File: src/design/rv_isa_pkg.sv
// base ISA word, opcode and format types, funct codes and fixed register numbers
package rv_isa_pkg;

	// full 32-bit instruction word
	typedef logic [31:0] insn_t;

	// major opcode, bits 6:2 of the word
	typedef enum logic [4:0] {
		op_load   = 5'b00000,
		op_op_imm = 5'b00100,
		op_store  = 5'b01000,
		op_op     = 5'b01100,
		op_lui    = 5'b01101,
		op_branch = 5'b11000,
		op_jalr   = 5'b11001,
		op_jal    = 5'b11011,
		op_system = 5'b11100
	} opcode_e;

	// field layout of the word
	typedef enum logic [2:0] {
		fmt_r,
		fmt_i,
		fmt_s,
		fmt_b,
		fmt_u,
		fmt_j
	} format_e;

	typedef logic [4:0] reg_t;

	// right-aligned immediate
	// I and S hold imm[11:0], B holds offset[12:1]
	// U holds imm[31:12], J holds offset[20:1]
	typedef logic [19:0] imm_t;

	localparam reg_t reg_zero = 5'd0;
	localparam reg_t reg_ra   = 5'd1;
	localparam reg_t reg_sp   = 5'd2;

	// funct3 values
	localparam logic [2:0] f3_add = 3'b000;
	localparam logic [2:0] f3_sll = 3'b001;
	localparam logic [2:0] f3_lw  = 3'b010;
	localparam logic [2:0] f3_sw  = 3'b010;
	localparam logic [2:0] f3_xor = 3'b100;
	localparam logic [2:0] f3_srl = 3'b101;
	localparam logic [2:0] f3_or  = 3'b110;
	localparam logic [2:0] f3_and = 3'b111;
	localparam logic [2:0] f3_beq = 3'b000;
	localparam logic [2:0] f3_bne = 3'b001;

	// funct7, alt sets the sub/sra bit
	localparam logic [6:0] f7_base = 7'b0000000;
	localparam logic [6:0] f7_alt  = 7'b0100000;

	// low bits of every uncompressed word
	localparam logic [1:0] insn_lsb = 2'b11;

endpackage

File: src/design/rvc_pkg.sv
// compressed quadrant codes, compressed funct3 slots and the prime register prefix
package rvc_pkg;

	// bits 1:0 of a 16-bit parcel
	typedef enum logic [1:0] {
		q0     = 2'b00,
		q1     = 2'b01,
		q2     = 2'b10,
		q_full = 2'b11
	} quadrant_e;

	// bits 15:13, each slot named q0_q1_q2
	// fp slots and zcb are not supported here
	typedef enum logic [2:0] {
		c3_addi4spn_addi_slli = 3'b000,
		c3_fld_jal_fldsp      = 3'b001,
		c3_lw_li_lwsp         = 3'b010,
		c3_flw_lui_flwsp      = 3'b011,
		c3_zcb_alu_jr         = 3'b100,
		c3_fsd_j_fsdsp        = 3'b101,
		c3_sw_beqz_swsp       = 3'b110,
		c3_fsw_bnez_fswsp     = 3'b111
	} c_funct3_e;

	// 3-bit prime register maps onto x8..x15
	localparam logic [1:0] creg_base = 2'b01;

endpackage

File: src/design/rvc_quadrant0.sv
// quadrant 0 expansion: stack pointer add, word load and word store
`timescale 1ns/1ns

module rvc_quadrant0 (
	input  logic [15:0]         c_insn_i,
	output rv_isa_pkg::format_e fmt_o,
	output rv_isa_pkg::opcode_e opcode_o,
	output rv_isa_pkg::reg_t    rd_o,
	output rv_isa_pkg::reg_t    rs1_o,
	output rv_isa_pkg::reg_t    rs2_o,
	output logic [2:0]          funct3_o,
	output logic [6:0]          funct7_o,
	output rv_isa_pkg::imm_t    imm_o,
	output logic                illegal_o
);
	rvc_pkg::c_funct3_e slot;
	// rd' and rs2' share bits 4:2
	rv_isa_pkg::reg_t lo_p;
	rv_isa_pkg::reg_t rs1_p;
	// word offset for lw and sw, uimm[6:2]
	rv_isa_pkg::imm_t word_ofs;
	// nzuimm[9:2] of addi4spn
	rv_isa_pkg::imm_t sp_ofs;

	assign slot = rvc_pkg::c_funct3_e'(c_insn_i[15:13]);
	assign lo_p = {rvc_pkg::creg_base, c_insn_i[4:2]};
	assign rs1_p = {rvc_pkg::creg_base, c_insn_i[9:7]};
	assign word_ofs = {13'b0, c_insn_i[5], c_insn_i[12:10], c_insn_i[6], 2'b00};
	assign sp_ofs = {10'b0, c_insn_i[10:7], c_insn_i[12:11], c_insn_i[5], c_insn_i[6], 2'b00};

	always_comb begin
		fmt_o = rv_isa_pkg::fmt_i;
		opcode_o = rv_isa_pkg::op_op_imm;
		rd_o = rv_isa_pkg::reg_zero;
		rs1_o = rv_isa_pkg::reg_zero;
		rs2_o = rv_isa_pkg::reg_zero;
		funct3_o = rv_isa_pkg::f3_add;
		funct7_o = rv_isa_pkg::f7_base;
		imm_o = '0;
		illegal_o = 1'b0;
		unique case (slot)
			// addi4spn, zero immediate is reserved and covers the all-zero parcel
			rvc_pkg::c3_addi4spn_addi_slli: begin
				rd_o = lo_p;
				rs1_o = rv_isa_pkg::reg_sp;
				imm_o = sp_ofs;
				illegal_o = (c_insn_i[12:5] == 8'd0);
			end
			// lw
			rvc_pkg::c3_lw_li_lwsp: begin
				opcode_o = rv_isa_pkg::op_load;
				rd_o = lo_p;
				rs1_o = rs1_p;
				funct3_o = rv_isa_pkg::f3_lw;
				imm_o = word_ofs;
			end
			// sw
			rvc_pkg::c3_sw_beqz_swsp: begin
				fmt_o = rv_isa_pkg::fmt_s;
				opcode_o = rv_isa_pkg::op_store;
				rs1_o = rs1_p;
				rs2_o = lo_p;
				funct3_o = rv_isa_pkg::f3_sw;
				imm_o = word_ofs;
			end
			// fp loads/stores and zcb slot
			default: illegal_o = 1'b1;
		endcase
	end

endmodule

File: src/design/rvc_quadrant1.sv
// quadrant 1 expansion: immediates, jumps, alu group and compare-with-zero branches
`timescale 1ns/1ns

module rvc_quadrant1 (
	input  logic [15:0]         c_insn_i,
	output rv_isa_pkg::format_e fmt_o,
	output rv_isa_pkg::opcode_e opcode_o,
	output rv_isa_pkg::reg_t    rd_o,
	output rv_isa_pkg::reg_t    rs1_o,
	output rv_isa_pkg::reg_t    rs2_o,
	output logic [2:0]          funct3_o,
	output logic [6:0]          funct7_o,
	output rv_isa_pkg::imm_t    imm_o,
	output logic                illegal_o
);
	rvc_pkg::c_funct3_e slot;
	rv_isa_pkg::reg_t rd_full;
	rv_isa_pkg::reg_t rs1_p;
	rv_isa_pkg::reg_t rs2_p;
	// 6-bit signed immediate, same extension serves I and U
	rv_isa_pkg::imm_t imm6_sx;
	// offset[20:1] for jal and j
	rv_isa_pkg::imm_t jump_ofs;
	// offset[12:1] for beqz and bnez
	rv_isa_pkg::imm_t branch_ofs;
	// nzimm[9:4] of addi16sp
	rv_isa_pkg::imm_t sp16_ofs;
	// srli or srai upper immediate bits
	logic [6:0] shift_f7;

	assign slot = rvc_pkg::c_funct3_e'(c_insn_i[15:13]);
	assign rd_full = c_insn_i[11:7];
	assign rs1_p = {rvc_pkg::creg_base, c_insn_i[9:7]};
	assign rs2_p = {rvc_pkg::creg_base, c_insn_i[4:2]};
	assign imm6_sx = {{14{c_insn_i[12]}}, c_insn_i[12], c_insn_i[6:2]};
	assign jump_ofs = {{9{c_insn_i[12]}}, c_insn_i[12], c_insn_i[8], c_insn_i[10:9],
		c_insn_i[6], c_insn_i[7], c_insn_i[2], c_insn_i[11], c_insn_i[5:3]};
	assign branch_ofs = {{12{c_insn_i[12]}}, c_insn_i[12], c_insn_i[6:5], c_insn_i[2],
		c_insn_i[11:10], c_insn_i[4:3]};
	assign sp16_ofs = {{10{c_insn_i[12]}}, c_insn_i[12], c_insn_i[4:3], c_insn_i[5],
		c_insn_i[2], c_insn_i[6], 4'b0000};
	assign shift_f7 = c_insn_i[10] ? rv_isa_pkg::f7_alt : rv_isa_pkg::f7_base;

	always_comb begin
		fmt_o = rv_isa_pkg::fmt_i;
		opcode_o = rv_isa_pkg::op_op_imm;
		rd_o = rv_isa_pkg::reg_zero;
		rs1_o = rv_isa_pkg::reg_zero;
		rs2_o = rv_isa_pkg::reg_zero;
		funct3_o = rv_isa_pkg::f3_add;
		funct7_o = rv_isa_pkg::f7_base;
		imm_o = '0;
		illegal_o = 1'b0;
		unique case (slot)
			// addi and li, li reads x0
			rvc_pkg::c3_addi4spn_addi_slli, rvc_pkg::c3_lw_li_lwsp: begin
				rd_o = rd_full;
				rs1_o = c_insn_i[14] ? rv_isa_pkg::reg_zero : rd_full;
				imm_o = imm6_sx;
			end
			// jal links to ra, j discards the link
			rvc_pkg::c3_fld_jal_fldsp, rvc_pkg::c3_fsd_j_fsdsp: begin
				fmt_o = rv_isa_pkg::fmt_j;
				opcode_o = rv_isa_pkg::op_jal;
				rd_o = c_insn_i[15] ? rv_isa_pkg::reg_zero : rv_isa_pkg::reg_ra;
				imm_o = jump_ofs;
			end
			// addi16sp when rd is sp, lui otherwise
			rvc_pkg::c3_flw_lui_flwsp: begin
				rd_o = rd_full;
				if (rd_full == rv_isa_pkg::reg_sp) begin
					rs1_o = rv_isa_pkg::reg_sp;
					imm_o = sp16_ofs;
				end else begin
					fmt_o = rv_isa_pkg::fmt_u;
					opcode_o = rv_isa_pkg::op_lui;
					imm_o = imm6_sx;
				end
			end
			// shifts, andi and register alu ops on prime regs
			rvc_pkg::c3_zcb_alu_jr: begin
				rd_o = rs1_p;
				rs1_o = rs1_p;
				unique case (c_insn_i[11:10])
					// srli, srai, shamt[5] goes through as is
					2'b00, 2'b01: begin
						funct3_o = rv_isa_pkg::f3_srl;
						imm_o = {8'b0, shift_f7[6:1], c_insn_i[12], c_insn_i[6:2]};
					end
					2'b10: begin
						funct3_o = rv_isa_pkg::f3_and;
						imm_o = imm6_sx;
					end
					2'b11: begin
						fmt_o = rv_isa_pkg::fmt_r;
						opcode_o = rv_isa_pkg::op_op;
						rs2_o = rs2_p;
						// subw, addw and the two reserved codes
						illegal_o = c_insn_i[12];
						unique case (c_insn_i[6:5])
							2'b00: funct7_o = rv_isa_pkg::f7_alt;
							2'b01: funct3_o = rv_isa_pkg::f3_xor;
							2'b10: funct3_o = rv_isa_pkg::f3_or;
							2'b11: funct3_o = rv_isa_pkg::f3_and;
						endcase
					end
				endcase
			end
			// beqz, bnez against x0
			rvc_pkg::c3_sw_beqz_swsp, rvc_pkg::c3_fsw_bnez_fswsp: begin
				fmt_o = rv_isa_pkg::fmt_b;
				opcode_o = rv_isa_pkg::op_branch;
				rs1_o = rs1_p;
				funct3_o = c_insn_i[13] ? rv_isa_pkg::f3_bne : rv_isa_pkg::f3_beq;
				imm_o = branch_ofs;
			end
		endcase
	end

endmodule

File: src/design/rvc_quadrant2.sv
// quadrant 2 expansion: slli, stack word load/store, jr/jalr/mv/add and ebreak
`timescale 1ns/1ns

module rvc_quadrant2 (
	input  logic [15:0]         c_insn_i,
	output rv_isa_pkg::format_e fmt_o,
	output rv_isa_pkg::opcode_e opcode_o,
	output rv_isa_pkg::reg_t    rd_o,
	output rv_isa_pkg::reg_t    rs1_o,
	output rv_isa_pkg::reg_t    rs2_o,
	output logic [2:0]          funct3_o,
	output logic [6:0]          funct7_o,
	output rv_isa_pkg::imm_t    imm_o,
	output logic                illegal_o
);
	rvc_pkg::c_funct3_e slot;
	rv_isa_pkg::reg_t rd_full;
	rv_isa_pkg::reg_t rs2_full;
	// register-zero pattern picks the group member
	logic rd_nz;
	logic rs2_nz;

	assign slot = rvc_pkg::c_funct3_e'(c_insn_i[15:13]);
	assign rd_full = c_insn_i[11:7];
	assign rs2_full = c_insn_i[6:2];
	assign rd_nz = (rd_full != rv_isa_pkg::reg_zero);
	assign rs2_nz = (rs2_full != rv_isa_pkg::reg_zero);

	always_comb begin
		fmt_o = rv_isa_pkg::fmt_i;
		opcode_o = rv_isa_pkg::op_op_imm;
		rd_o = rv_isa_pkg::reg_zero;
		rs1_o = rv_isa_pkg::reg_zero;
		rs2_o = rv_isa_pkg::reg_zero;
		funct3_o = rv_isa_pkg::f3_add;
		funct7_o = rv_isa_pkg::f7_base;
		imm_o = '0;
		illegal_o = 1'b0;
		unique case (slot)
			// slli
			rvc_pkg::c3_addi4spn_addi_slli: begin
				rd_o = rd_full;
				rs1_o = rd_full;
				funct3_o = rv_isa_pkg::f3_sll;
				imm_o = {8'b0, rv_isa_pkg::f7_base[6:1], c_insn_i[12], c_insn_i[6:2]};
			end
			// lwsp, uimm[7:2]
			rvc_pkg::c3_lw_li_lwsp: begin
				opcode_o = rv_isa_pkg::op_load;
				rd_o = rd_full;
				rs1_o = rv_isa_pkg::reg_sp;
				funct3_o = rv_isa_pkg::f3_lw;
				imm_o = {12'b0, c_insn_i[3:2], c_insn_i[12], c_insn_i[6:4], 2'b00};
			end
			// swsp, uimm[7:2]
			rvc_pkg::c3_sw_beqz_swsp: begin
				fmt_o = rv_isa_pkg::fmt_s;
				opcode_o = rv_isa_pkg::op_store;
				rs1_o = rv_isa_pkg::reg_sp;
				rs2_o = rs2_full;
				funct3_o = rv_isa_pkg::f3_sw;
				imm_o = {12'b0, c_insn_i[8:7], c_insn_i[12:9], 2'b00};
			end
			rvc_pkg::c3_zcb_alu_jr: begin
				unique case ({rd_nz, rs2_nz})
					// ebreak with bit 12, reserved without
					// priv funct3 and registers stay zero
					2'b00: begin
						if (c_insn_i[12]) begin
							opcode_o = rv_isa_pkg::op_system;
							imm_o = 20'd1;
						end else begin
							illegal_o = 1'b1;
						end
					end
					// no destination for mv/add
					2'b01: illegal_o = 1'b1;
					// jr, jalr links to ra
					2'b10: begin
						opcode_o = rv_isa_pkg::op_jalr;
						rd_o = c_insn_i[12] ? rv_isa_pkg::reg_ra : rv_isa_pkg::reg_zero;
						rs1_o = rd_full;
					end
					// mv adds to x0, add reads rd
					2'b11: begin
						fmt_o = rv_isa_pkg::fmt_r;
						opcode_o = rv_isa_pkg::op_op;
						rd_o = rd_full;
						rs1_o = c_insn_i[12] ? rd_full : rv_isa_pkg::reg_zero;
						rs2_o = rs2_full;
					end
				endcase
			end
			// fp stack slots
			default: illegal_o = 1'b1;
		endcase
	end

endmodule

File: src/design/rv_insn_encoder.sv
// field packing for the R, I, S, B, U and J instruction layouts
`timescale 1ns/1ns

module rv_insn_encoder (
	input  rv_isa_pkg::format_e fmt_i,
	input  rv_isa_pkg::opcode_e opcode_i,
	input  rv_isa_pkg::reg_t    rd_i,
	input  rv_isa_pkg::reg_t    rs1_i,
	input  rv_isa_pkg::reg_t    rs2_i,
	input  logic [2:0]          funct3_i,
	input  logic [6:0]          funct7_i,
	input  rv_isa_pkg::imm_t    imm_i,
	output rv_isa_pkg::insn_t   insn_o
);
	// bits 31:2 of the word
	logic [29:0] body;

	always_comb begin
		unique case (fmt_i)
			rv_isa_pkg::fmt_r: begin
				body = {funct7_i, rs2_i, rs1_i, funct3_i, rd_i, opcode_i};
			end
			rv_isa_pkg::fmt_i: begin
				body = {imm_i[11:0], rs1_i, funct3_i, rd_i, opcode_i};
			end
			// imm[11:5] on top, imm[4:0] in the rd slot
			rv_isa_pkg::fmt_s: begin
				body = {imm_i[11:5], rs2_i, rs1_i, funct3_i, imm_i[4:0], opcode_i};
			end
			// offset 12, 10:5 up top; 4:1, 11 in the rd slot
			rv_isa_pkg::fmt_b: begin
				body = {imm_i[11], imm_i[9:4], rs2_i, rs1_i, funct3_i,
					imm_i[3:0], imm_i[10], opcode_i};
			end
			rv_isa_pkg::fmt_u: begin
				body = {imm_i, rd_i, opcode_i};
			end
			// offset 20, 10:1, 11, 19:12
			rv_isa_pkg::fmt_j: begin
				body = {imm_i[19], imm_i[9:0], imm_i[10], imm_i[18:11], rd_i, opcode_i};
			end
			// unused format codes
			default: body = '0;
		endcase
	end

	assign insn_o = {body, rv_isa_pkg::insn_lsb};

endmodule

File: src/design/rv_decompressor.sv
// top-level expander: quadrant select, pass-through of full words, one output register
`timescale 1ns/1ns

module rv_decompressor (
	input  logic              clk_i,
	input  logic              rst_i,
	input  logic              valid_i,
	input  rv_isa_pkg::insn_t insn_i,
	output logic              valid_o,
	output rv_isa_pkg::insn_t insn_o,
	output logic              illegal_o,
	output logic              compressed_o
);
	// decode results, indexed by quadrant number
	rv_isa_pkg::format_e fmt_dec [3];
	rv_isa_pkg::opcode_e opcode_dec [3];
	rv_isa_pkg::reg_t rd_dec [3];
	rv_isa_pkg::reg_t rs1_dec [3];
	rv_isa_pkg::reg_t rs2_dec [3];
	logic [2:0] funct3_dec [3];
	logic [6:0] funct7_dec [3];
	rv_isa_pkg::imm_t imm_dec [3];
	logic illegal_dec [3];

	rvc_pkg::quadrant_e quadrant;
	logic [1:0] q_idx;
	logic is_comp;
	rv_isa_pkg::insn_t enc_insn;
	rv_isa_pkg::insn_t next_insn;

	assign quadrant = rvc_pkg::quadrant_e'(insn_i[1:0]);
	assign is_comp = (quadrant != rvc_pkg::q_full);

	rvc_quadrant0 u_q0 (
		.c_insn_i(insn_i[15:0]),
		.fmt_o(fmt_dec[0]), .opcode_o(opcode_dec[0]),
		.rd_o(rd_dec[0]), .rs1_o(rs1_dec[0]), .rs2_o(rs2_dec[0]),
		.funct3_o(funct3_dec[0]), .funct7_o(funct7_dec[0]),
		.imm_o(imm_dec[0]), .illegal_o(illegal_dec[0])
	);

	rvc_quadrant1 u_q1 (
		.c_insn_i(insn_i[15:0]),
		.fmt_o(fmt_dec[1]), .opcode_o(opcode_dec[1]),
		.rd_o(rd_dec[1]), .rs1_o(rs1_dec[1]), .rs2_o(rs2_dec[1]),
		.funct3_o(funct3_dec[1]), .funct7_o(funct7_dec[1]),
		.imm_o(imm_dec[1]), .illegal_o(illegal_dec[1])
	);

	rvc_quadrant2 u_q2 (
		.c_insn_i(insn_i[15:0]),
		.fmt_o(fmt_dec[2]), .opcode_o(opcode_dec[2]),
		.rd_o(rd_dec[2]), .rs1_o(rs1_dec[2]), .rs2_o(rs2_dec[2]),
		.funct3_o(funct3_dec[2]), .funct7_o(funct7_dec[2]),
		.imm_o(imm_dec[2]), .illegal_o(illegal_dec[2])
	);

	// full words park on quadrant 0, its result is not used
	always_comb begin
		unique case (quadrant)
			rvc_pkg::q1: q_idx = 2'd1;
			rvc_pkg::q2: q_idx = 2'd2;
			rvc_pkg::q0, rvc_pkg::q_full: q_idx = 2'd0;
		endcase
	end

	rv_insn_encoder u_enc (
		.fmt_i(fmt_dec[q_idx]), .opcode_i(opcode_dec[q_idx]),
		.rd_i(rd_dec[q_idx]), .rs1_i(rs1_dec[q_idx]), .rs2_i(rs2_dec[q_idx]),
		.funct3_i(funct3_dec[q_idx]), .funct7_i(funct7_dec[q_idx]),
		.imm_i(imm_dec[q_idx]), .insn_o(enc_insn)
	);

	// full words unchanged, illegal parcels zeroed
	always_comb begin
		if (!is_comp) begin
			next_insn = insn_i;
		end else if (illegal_dec[q_idx]) begin
			next_insn = '0;
		end else begin
			next_insn = enc_insn;
		end
	end

	always_ff @(posedge clk_i) begin
		if (rst_i) begin
			valid_o <= 1'b0;
		end else begin
			valid_o <= valid_i;
		end
	end

	// payload loads only with a valid word, holds otherwise
	always_ff @(posedge clk_i) begin
		if (valid_i) begin
			insn_o <= next_insn;
			illegal_o <= is_comp && illegal_dec[q_idx];
			compressed_o <= is_comp;
		end
	end

endmodule

File: config.mk
export PLATFORM = sky130hd
export DESIGN_NAME = rv_decompressor
export DESIGN_NICKNAME = d
export VERILOG_FILES = /design/src/design/rv_isa_pkg.sv /design/src/design/rvc_pkg.sv /design/src/design/rvc_quadrant0.sv /design/src/design/rvc_quadrant1.sv /design/src/design/rvc_quadrant2.sv /design/src/design/rv_insn_encoder.sv /design/src/design/rv_decompressor.sv
export SDC_FILE = /design/constraint.sdc
export NUM_CORES = 1
export LEC_CHECK = 0
export BUFFER_PORTS_ARGS = -buffer_cell sky130_fd_sc_hd__clkbuf_2
export CAP_MARGIN = 20
export CORE_UTILIZATION = 27
export CTS_BUF_LIST = sky130_fd_sc_hd__clkbuf_4 sky130_fd_sc_hd__clkbuf_8
export CTS_CLUSTER_DIAMETER = 30
export DETAILED_ROUTE_END_ITERATION = 12
export PLACE_DENSITY = 0.48
export SYNTH_ARGS = -nofsm -noshare
export SYNTH_HDL_FRONTEND = slang
export SYNTH_SLANG_ARGS = --single-unit
File: constraint.sdc
create_clock -name clk_i -period 2.3 [get_ports clk_i]
set_input_delay 0.115 -clock clk_i [delete_from_list [all_inputs] [get_ports clk_i]]
set_output_delay 0.115 -clock clk_i [all_outputs]
set_load 0.01 [all_outputs]
# Yosys cells after proc, flatten, opt, wreduce, memory -nomap -nowiden
# Cells that the tools add are included.
[totals] register_bits=35 wordCells=136 inputBits=35
[op_classes] order_cmp=1 bitwise=1 n_reduce_logical=19 n_mux=85 eq_ne=26
[op_table] op="$pmux 30 s6" count=1
[op_table] op="$pmux 20 s5" count=1
[op_table] op="$pmux 20 s4" count=1
[op_table] op="$pmux 5 s3" count=5
[op_table] op="$mux 5" count=13
[op_table] op="$mux 32" count=2
[op_table] op="$mux 20" count=3
[op_table] op="$bmux 20 s2" count=1
[op_table] op="$bmux 5 s2" count=4
[op_table] op="$pmux 20 s2" count=1
[op_table] op="$pmux 5 s2" count=4
[op_table] op="$mux 7" count=4
[op_table] op="$mux 4" count=5
[op_table] op="$pmux 10 s2" count=1
[op_table] op="$pmux 5 s4" count=1
[op_table] op="$eq 3x3->1 const B" count=6
[op_table] op="$pmux 3 s3" count=2
[op_table] op="$eq 2x2->1 const B" count=8
[op_table] op="$pmux 4 s2" count=2
[op_table] op="$mux 3" count=5
[op_table] op="$bmux 7 s2" count=1
[op_table] op="$bmux 3 s2" count=2
[op_table] op="$eq 3x2->1 const B" count=4
[op_table] op="$mux 6" count=2
[op_table] op="other kinds (22)" count=53

# Depth between registers and ports, before layout
# Gate-level depths: netlist of run 1.
[logic_depth] word_depth=11 mapped_depth=10

# By module
# From an unflattened synthesis of run 1, not the netlist that was laid out.
[hier_totals] hier_cells=747 area_unflattened_um2=6481.2
[modules_own_cells] module="rv_decompressor" n_inst=1 area_each_um2=3836.2 seq_area_each_um2=1041.0 cells_per_inst=365
[modules_own_cells] module="rv_insn_encoder" n_inst=1 area_each_um2=890.9 seq_area_each_um2=0.0 cells_per_inst=110
[modules_own_cells] module="rvc_quadrant1" n_inst=1 area_each_um2=688.2 seq_area_each_um2=0.0 cells_per_inst=112
[modules_own_cells] module="rvc_quadrant2" n_inst=1 area_each_um2=629.4 seq_area_each_um2=0.0 cells_per_inst=93
[modules_own_cells] module="rvc_quadrant0" n_inst=1 area_each_um2=436.7 seq_area_each_um2=0.0 cells_per_inst=67

# Worst setup path after synthesis of run 1
# No wires, ideal clock.
[synth_path] path_kind="input to register" startpoint="in insn_i[7]" endpoint="reg insn_o[12], data pin" path_slack_ns=0.269 setup_time_ns=0.261 path_stages=7 t_required_ns=2.039 arrival_time_ns=1.770 cell_sequence="buf_4 or4_4 o21ai_4 a21oi_2 a221o_1 o21a_1 a221o_1"
[synth_between] elab_chain_cells=11
[synth_lines] element="start: declaration" line_no="rv_decompressor.sv:8" text="input rv_isa_pkg::insn_t insn_i,"
[synth_lines] element="$reduce_bool 5->1" line_no="rvc_quadrant2.sv:26" text="assign rd_nz = (rd_full != rv_isa_pkg::reg_zero);"
[synth_lines] element="$eq 2x2->1" line_no="rvc_quadrant2.sv:65" text="unique case ({rd_nz, rs2_nz})"
[synth_lines] element="$mux 1" line_no="rvc_quadrant2.sv:65"
[synth_lines] element="$pmux 3 s2" line_no="rvc_quadrant2.sv:39" text="unique case (slot)"
[synth_lines] element="$bmux 3 s2" line_no="rv_decompressor.sv:68" text=".fmt_i(fmt_dec[q_idx]), .opcode_i(opcode_dec[q_idx]),"
[synth_lines] element="$mux 3 (implied by the code) (2 in series)" line_no="rv_decompressor.sv:68"
[synth_lines] element="$eq 3x3->1, or another cell as far along" line_no="rv_insn_encoder.sv:19" text="unique case (fmt_i)"
[synth_lines] element="$pmux 30 s6" line_no="rv_insn_encoder.sv:19"
[synth_lines] element="$mux 32 (*)" line_no="rv_decompressor.sv:78" text="end else if (illegal_dec[q_idx]) begin"
[synth_lines] element="$mux 32 (*)" line_no="rv_decompressor.sv:76" text="if (!is_comp) begin"
[synth_lines] element="named net next_insn[12]" line_no="rv_decompressor.sv:29" text="rv_isa_pkg::insn_t next_insn;"
[synth_lines] element="end signal: assignment" line_no="rv_decompressor.sv:96" text="insn_o <= next_insn;"
[synth_lines] element="end: declaration" line_no="rv_decompressor.sv:10" text="output rv_isa_pkg::insn_t insn_o,"
# Mark *: on every way through the listed nets, which the timed path passes. The rest lies on a longest branch. The select of a mux whose other input is x is not followed.
# A chain may end at the register's enable or synchronous reset.

# Worst setup path in the final report of run 1
[layout_path] startpoint="in insn_i[13]" endpoint="reg insn_o[12], data pin"
[layout_between] elab_chain_cells=10
[layout_lines] element="$eq 3x3->1, or another cell as far along" line_no="rvc_quadrant0.sv:41, rvc_quadrant1.sv:54, rvc_quadrant2.sv:39"
[layout_lines] element="$reduce_or 2->1" line_no="rvc_quadrant1.sv:54" text="unique case (slot)"
[layout_lines] element="$pmux 3 s4" line_no="rvc_quadrant1.sv:54"
[layout_lines] element="$bmux 3 s2" line_no="rv_decompressor.sv:68"
[layout_lines] element="$mux 3 (implied by the code) (2 in series)" line_no="rv_decompressor.sv:68"
[layout_lines] element="$eq 3x3->1, or another cell as far along" line_no="rv_insn_encoder.sv:19"
[layout_lines] element="$pmux 30 s6" line_no="rv_insn_encoder.sv:19"
[layout_lines] element="$mux 32 (*)" line_no="rv_decompressor.sv:78"
[layout_lines] element="$mux 32 (*)" line_no="rv_decompressor.sv:76"
[layout_lines] element="named net next_insn[12]" line_no="rv_decompressor.sv:29"
# Marked as above.

==> results of run 1 <==
-- critical path, delay by kind of cell --
family                 cells  cell delay [ns]
AO/OA/AOI/OAI              4             1.14
buffers and inverters      1             0.19
AND/OR/NAND/NOR            2             0.69
-- layout make-up --
class	count	area, µm²	share of cell area (%)
flip-flops and latches	35	1041	22.78
clock inverters	1	5.005	0.1095
inverters	11	41.29	0.9034
multi-input cells	330	2068	45.25
well taps	147	183.9	4.024
repair buffers	173	1141	24.97
clock buffers	7	90.09	1.971
-- repair_timing --
action,CTS,global route
hold buffers,1,0
endpoints found under the hold margin,1,0
setup endpoints to repair,0,0
-- synth_stat cells (all sizes together), types with 7 or more instances --
cell type / instances
nand2b: 11
and3: 7
nand2: 37
a21oi: 34
nor2: 34
o221ai: 9
nor2b: 9
edfxtp: 34
o211ai: 7
o21ai: 48
nand3: 22
nor3: 9
inv: 11
a31oi: 8
buf: 20
clkbuf: 16
-- state kept, by name, summed over array words and instances, names as in the netlist --
register / cells
compressed_o: 1
illegal_o: 1
valid_o: 1
insn_o: 32
-- metal layers --
layer  wire length, µm  share of wire (%)  global-route usage, %  vias up
met1              7272                 44                  34.87     1969
li1                  -                  -                      -     1903
met4               741                4.5                  13.51        0
met2              7357                 45                  40.78      223
met5                 0                  0                      0        -
met3              1078                6.6                  3.642       42
-- how the worst min path moves through the flow --
stage,start,to,slack [ns],depth (start not counted)
final,insn_i[22],insn_o[22],0.09,3
after CTS,insn_i[22],insn_o[22],0.09,3
after global routing,insn_i[22],insn_o[22],0.10,3
after floorplan,rst_i,valid_o,0.19,1
after detailed placement,rst_i,valid_o,0.28,2
after global placement,rst_i,valid_o,0.27,2
-- power by group --
part / internal (mW) / switching (mW)
Clock: 0.253 / 0.232
Combinational: 0.315 / 0.474
Sequential: 0.774 / 0.0146
-- cell families (layout without fill, tap and decap cells) --
logic type             Yosys count  in the layout  share of synthesized area (%)
AND/OR/NAND/NOR                152            152                          24.40
buffers and inverters           47            192                          6.297
flip-flops                      35             35                          31.37
AO/OA/AOI/OAI                  176            176                          37.18
multiplexers                     2              2                         0.7540
-- per-stage QoR --
step	hold WS (ns)	cell area, µm²	util [%]	std cells
2_1_floorplan	0.1866	3318	-	412
3_3_place_gp	0.2702	4466	37.18	695
3_5_place_dp	0.2754	4466	37.18	695
4_1_cts	0.08652	4571	38.05	704
5_1_grt	0.1011	4571	38.05	704
6_report	0.09198	4571	38.05	704
-- cells in the final DEF, fill, tap and decap left out, drive strengths merged, types with 11 or more instances in the layout --
| cell | synthesis | layout |
|---|---|---|
| nand2b | 11 | 11 |
| inv | 11 | 11 |
| edfxtp | 34 | 34 |
| a21oi | 34 | 34 |
| nand3 | 22 | 22 |
| o21ai | 48 | 48 |
| buf | 20 | 103 |
| nor2 | 34 | 34 |
| clkbuf | 16 | 76 |
| nand2 | 37 | 37 |
==> reports/metrics.cfg, run 1 <==
[cells_and_area]
antenna_cells=0
drive_above_1_share_pct=36.80
syn2layout_area_growth_pct=37.75
nFillCells=1290
final_nets=591

[clock_network]
htree_levels=2
cts-root-buf=clkbuf_8
ctsResizeCount=0
cts.path.max_buffers=2
clock_sinks=35
cts_buffers=5
clk_pin_slew_ns=0.07
cts_tree=built
postCtsSetupBuffers=0

[critical_path]
critPathSlowestCell=or3b_1
path_cells=clkbuf_2 > or3b_1 > o21ai_1 > a21oi_1 > and3_4 > a311o_1 > a221o_1
crit_fanout=13
setup.worst_path.end=insn_o[12]
cp.arrival_ns=2.15
worstSetupPathType=in -> reg
cp-startpoint=insn_i[13]
cp_slowest_stage_delay_ns=0.49
critical_path_required_ns=2.35
worst_setup_path_start_kind=primary input
end_kind=flop

[yosys]
syn_area_um2=3318
synth_area_leaders=edfxtp_1 (31%), o21ai_0 (6.0%), a21oi_1 (4.8%), nand2_1 (4.2%), nor2_1 (3.5%)
async_flop_share_pct=0
synth_top_cell_by_area=edfxtp_1
ys_seq_area_share_pct=31.37
postSynthAreaPerCell_um2=8.054
ys_seq_elements=35
synth_edf_count=34
syn_inst=412
ys.flop_type=edfxtp_1
yosysTopAreaCellShare_pct=30.77
synth_nets=447
ys_warn_count=0
ys_types=76

[sta]
fin_ws_ns=0.2052
setup_viol=0
rsz0062_at_grt=false
finalSetupTns_ns=0
worst_slew_pin_slew_ns=0.8738
fin_crit_sh_pct=91.08
fin_crit_ns=2.095
hold_violations=0
slew_violations=0
slew_headroom_pct=41.74
fmax_mhz=477.4

[floorplanning]
die-width_um=112.9
dieArea_um2=12740
die-height_um=112.9
io_pins=70
std_cell_rows=40
core_area_um2=12010
start_util_pct=27.62

[route]
vias=4137
via_per_inst=5.876
dr.pass1.iters=9
detail-route-antenna-nets=0
drcViolationCount=2
totalWireLength_um=16450
routedWlPerCell_um=23.37
drt_iter0_drc=435

[place]
io_buffers=69
dpl_worst_slack_ns=-0.06445
post-dp-hpwl_um=13060
gp_congestion=0.9716

[global_routing]
grt_overflow=0
grt_pass1_wl_um=24580
grtUsageTotal_pct=26.01
grt_pass1_vias=3936
antenna_found_initial=0
grt_max_degree=36

[power]
ir_worst_vdd_mv=0.1494
power_density_nw_per_um2=451.5
total_power_mw=2.064
power_leakage_nw=1.874

[status]
violations=design-rule violations
status=finished, violations left

[hold_path]
min_path_type=in -> reg

[job]
maxCapViolCount=0

Note: power is estimated with default switching activity, not from simulation.
==> run 2: changes to the inputs <==
clock period = 2.7 ns   (was 2.3 ns; I/O delays follow)
==> run 2 against run 1 <==
Flip-flop and latch count did not move; highest routed layer unchanged; utilization down 2.6 points; via count hardly changed; combinational power shrank 21%; non-clock buffer count shrank 43; the run now ends clean; routed wire length shrank 5.2%; final area fell by 6.9%; global-route usage decreased by 1.1 points; sequential share of layout area is 1.7 points higher.
==> reports/metrics.cfg, run 2 (synthesized netlist as in run 1, its figures left out) <==
[floorplanning]
std_cell_rows=40
core_area_um2=12010
start_util_pct=27.62
dieArea_um2=12740
die-height_um=112.9
die-width_um=112.9
io_pins=70

[global_routing]
antenna_found_initial=0
grtUsageTotal_pct=24.87
grt_pass1_wl_um=23850
grt_overflow=0
grt_max_degree=36
grt_pass1_vias=3929

[hold_path]
min_path_cells=3
min_path_type=in -> reg
min_from=insn_i[17]
hold_end=insn_o[17]

[sta]
fin_crit_sh_pct=90.91
fin_crit_ns=2.455
fin_ws_ns=0.2455
rsz0062_at_grt=false
hold_violations=0
setup_viol=0
slew_violations=0
fmax_mhz=407.4
worst_slew_pin_slew_ns=0.8704
slew_headroom_pct=41.97

[clock_network]
postCtsSetupBuffers=0
clk_pin_slew_ns=0.07
cts_tree=built
ctsResizeCount=0
clock_sinks=35
cts_buffers=5
cts-root-buf=clkbuf_8
htree_levels=2
cts.path.max_buffers=2

[place]
post-dp-hpwl_um=12010
dpl_worst_slack_ns=0.06036
gp_congestion=1.012
io_buffers=69
place_inst=652

[cells_and_area]
final_common_cell=clkbuf_2
seqCellArea_um2=1041
antenna_cells=0
nFillCells=1280
largest_reg_flops=32
syn2layout_area_growth_pct=28.21
instances_no_fill=661
multi_input_area_um2=2068
drive_above_1_share_pct=31.52
final_nets=548
top_register=insn_o
layout_common_cells=clkbuf_2 (69), buf_4 (58), o21ai_0 (40), nand2_1 (37), edfxtp_1 (34)

[route]
drcViolationCount=0
totalWireLength_um=15600
detail-route-antenna-nets=0
vias=4135
via_per_inst=6.256
dr.pass1.iters=7
routedWlPerCell_um=23.60
drt_iter0_drc=593

[power]
total_power_mw=1.688
power_leakage_nw=1.668
power_density_nw_per_um2=396.8
ir_worst_vdd_mv=0.1457

[status]
status=completed

[critical_path]
worstSetupPathType=in -> reg
cp.arrival_ns=2.48
cp_slowest_stage_delay_ns=0.62
path_cells=clkbuf_2 > nor4_4 > nand2_1 > o31a_1 > a211o_1 > o21ai_1 > o221ai_1
crit_fanout=7
worst_setup_path_start_kind=primary input
end_kind=flop
critical_path_required_ns=2.72
critPathSlowestCell=nor4_4

[job]
maxCapViolCount=0

[run 2: cell types whose count changed in the layout (fill, tap and decap cells not counted), sizes merged]
cell	change
buf	-43
[run 2: worst max-delay path, delay by kind of cell]
kind | cells | cell delay (ns)
compound gates | 4 | 1.29
buf+inv | 1 | 0.10
simple gates | 2 | 0.93
[run 2: routing by layer]
| layer | track usage (%) | share of wire [%] | vias to the layer above |
|---|---|---|---|
| li1 | - | - | 1820 |
| met1 | 32.85 | 41 | 1935 |
| met2 | 36.42 | 42 | 298 |
| met3 | 4.928 | 9.6 | 82 |
| met4 | 17.37 | 7.5 | 0 |
| met5 | 0 | 0 | - |
[run 2: timing repair]
action / 4_1_cts / 5_1_grt
endpoints found under the hold margin: 1 / 0
hold buffers: 1 / 0
endpoints found under the setup margin: 0 / 0
[run 2: layout make-up]
cell class	instances	share of cell area, %
clock buffers	7	1.971
clock inverters	1	0.1176
inverters	11	0.9706
multi-input cells	330	48.62
flip-flops and latches	35	24.47
well taps	147	4.324
repair buffers	130	19.53
[run 2: per-stage QoR]
step / hold slack (ns) / cell area [µm²] / setup TNS (ns) / utilization (%)
after global routing: 0.1424 / 4254 / 0 / 35.42
final: 0.1296 / 4254 / 0 / 35.42
after global placement: 0.2904 / 4155 / -0.07473 / 34.59
after floorplan: 0.2066 / 3318 / 0 / -
after CTS: 0.1272 / 4254 / 0 / 35.42
after detailed placement: 0.3018 / 4155 / 0 / 34.59
[run 2: where the power goes]
| part | internal (mW) | leakage [nW] | switching [mW] |
|---|---|---|---|
| clock | 0.201 | 0.0491 | 0.190 |
| sequential | 0.660 | 0.336 | 0.0128 |
| combinational | 0.233 | 1.28 | 0.391 |
| total | 1.09 | 1.67 | 0.594 |
[run 2: worst max-delay path by stage]
stage / startpoint / end / slack [ns] / cells after the start
2_1_floorplan: insn_i[7] / insn_o[12] / 0.65 / 7
3_3_place_gp: insn_i[14] / insn_o[27] / -0.03 / 8
3_5_place_dp: insn_i[14] / insn_o[27] / 0.06 / 8
4_1_cts: insn_i[14] / insn_o[27] / 0.36 / 8
5_1_grt: insn_i[11] / insn_o[25] / 0.19 / 7
6_report: insn_i[11] / insn_o[25] / 0.25 / 7
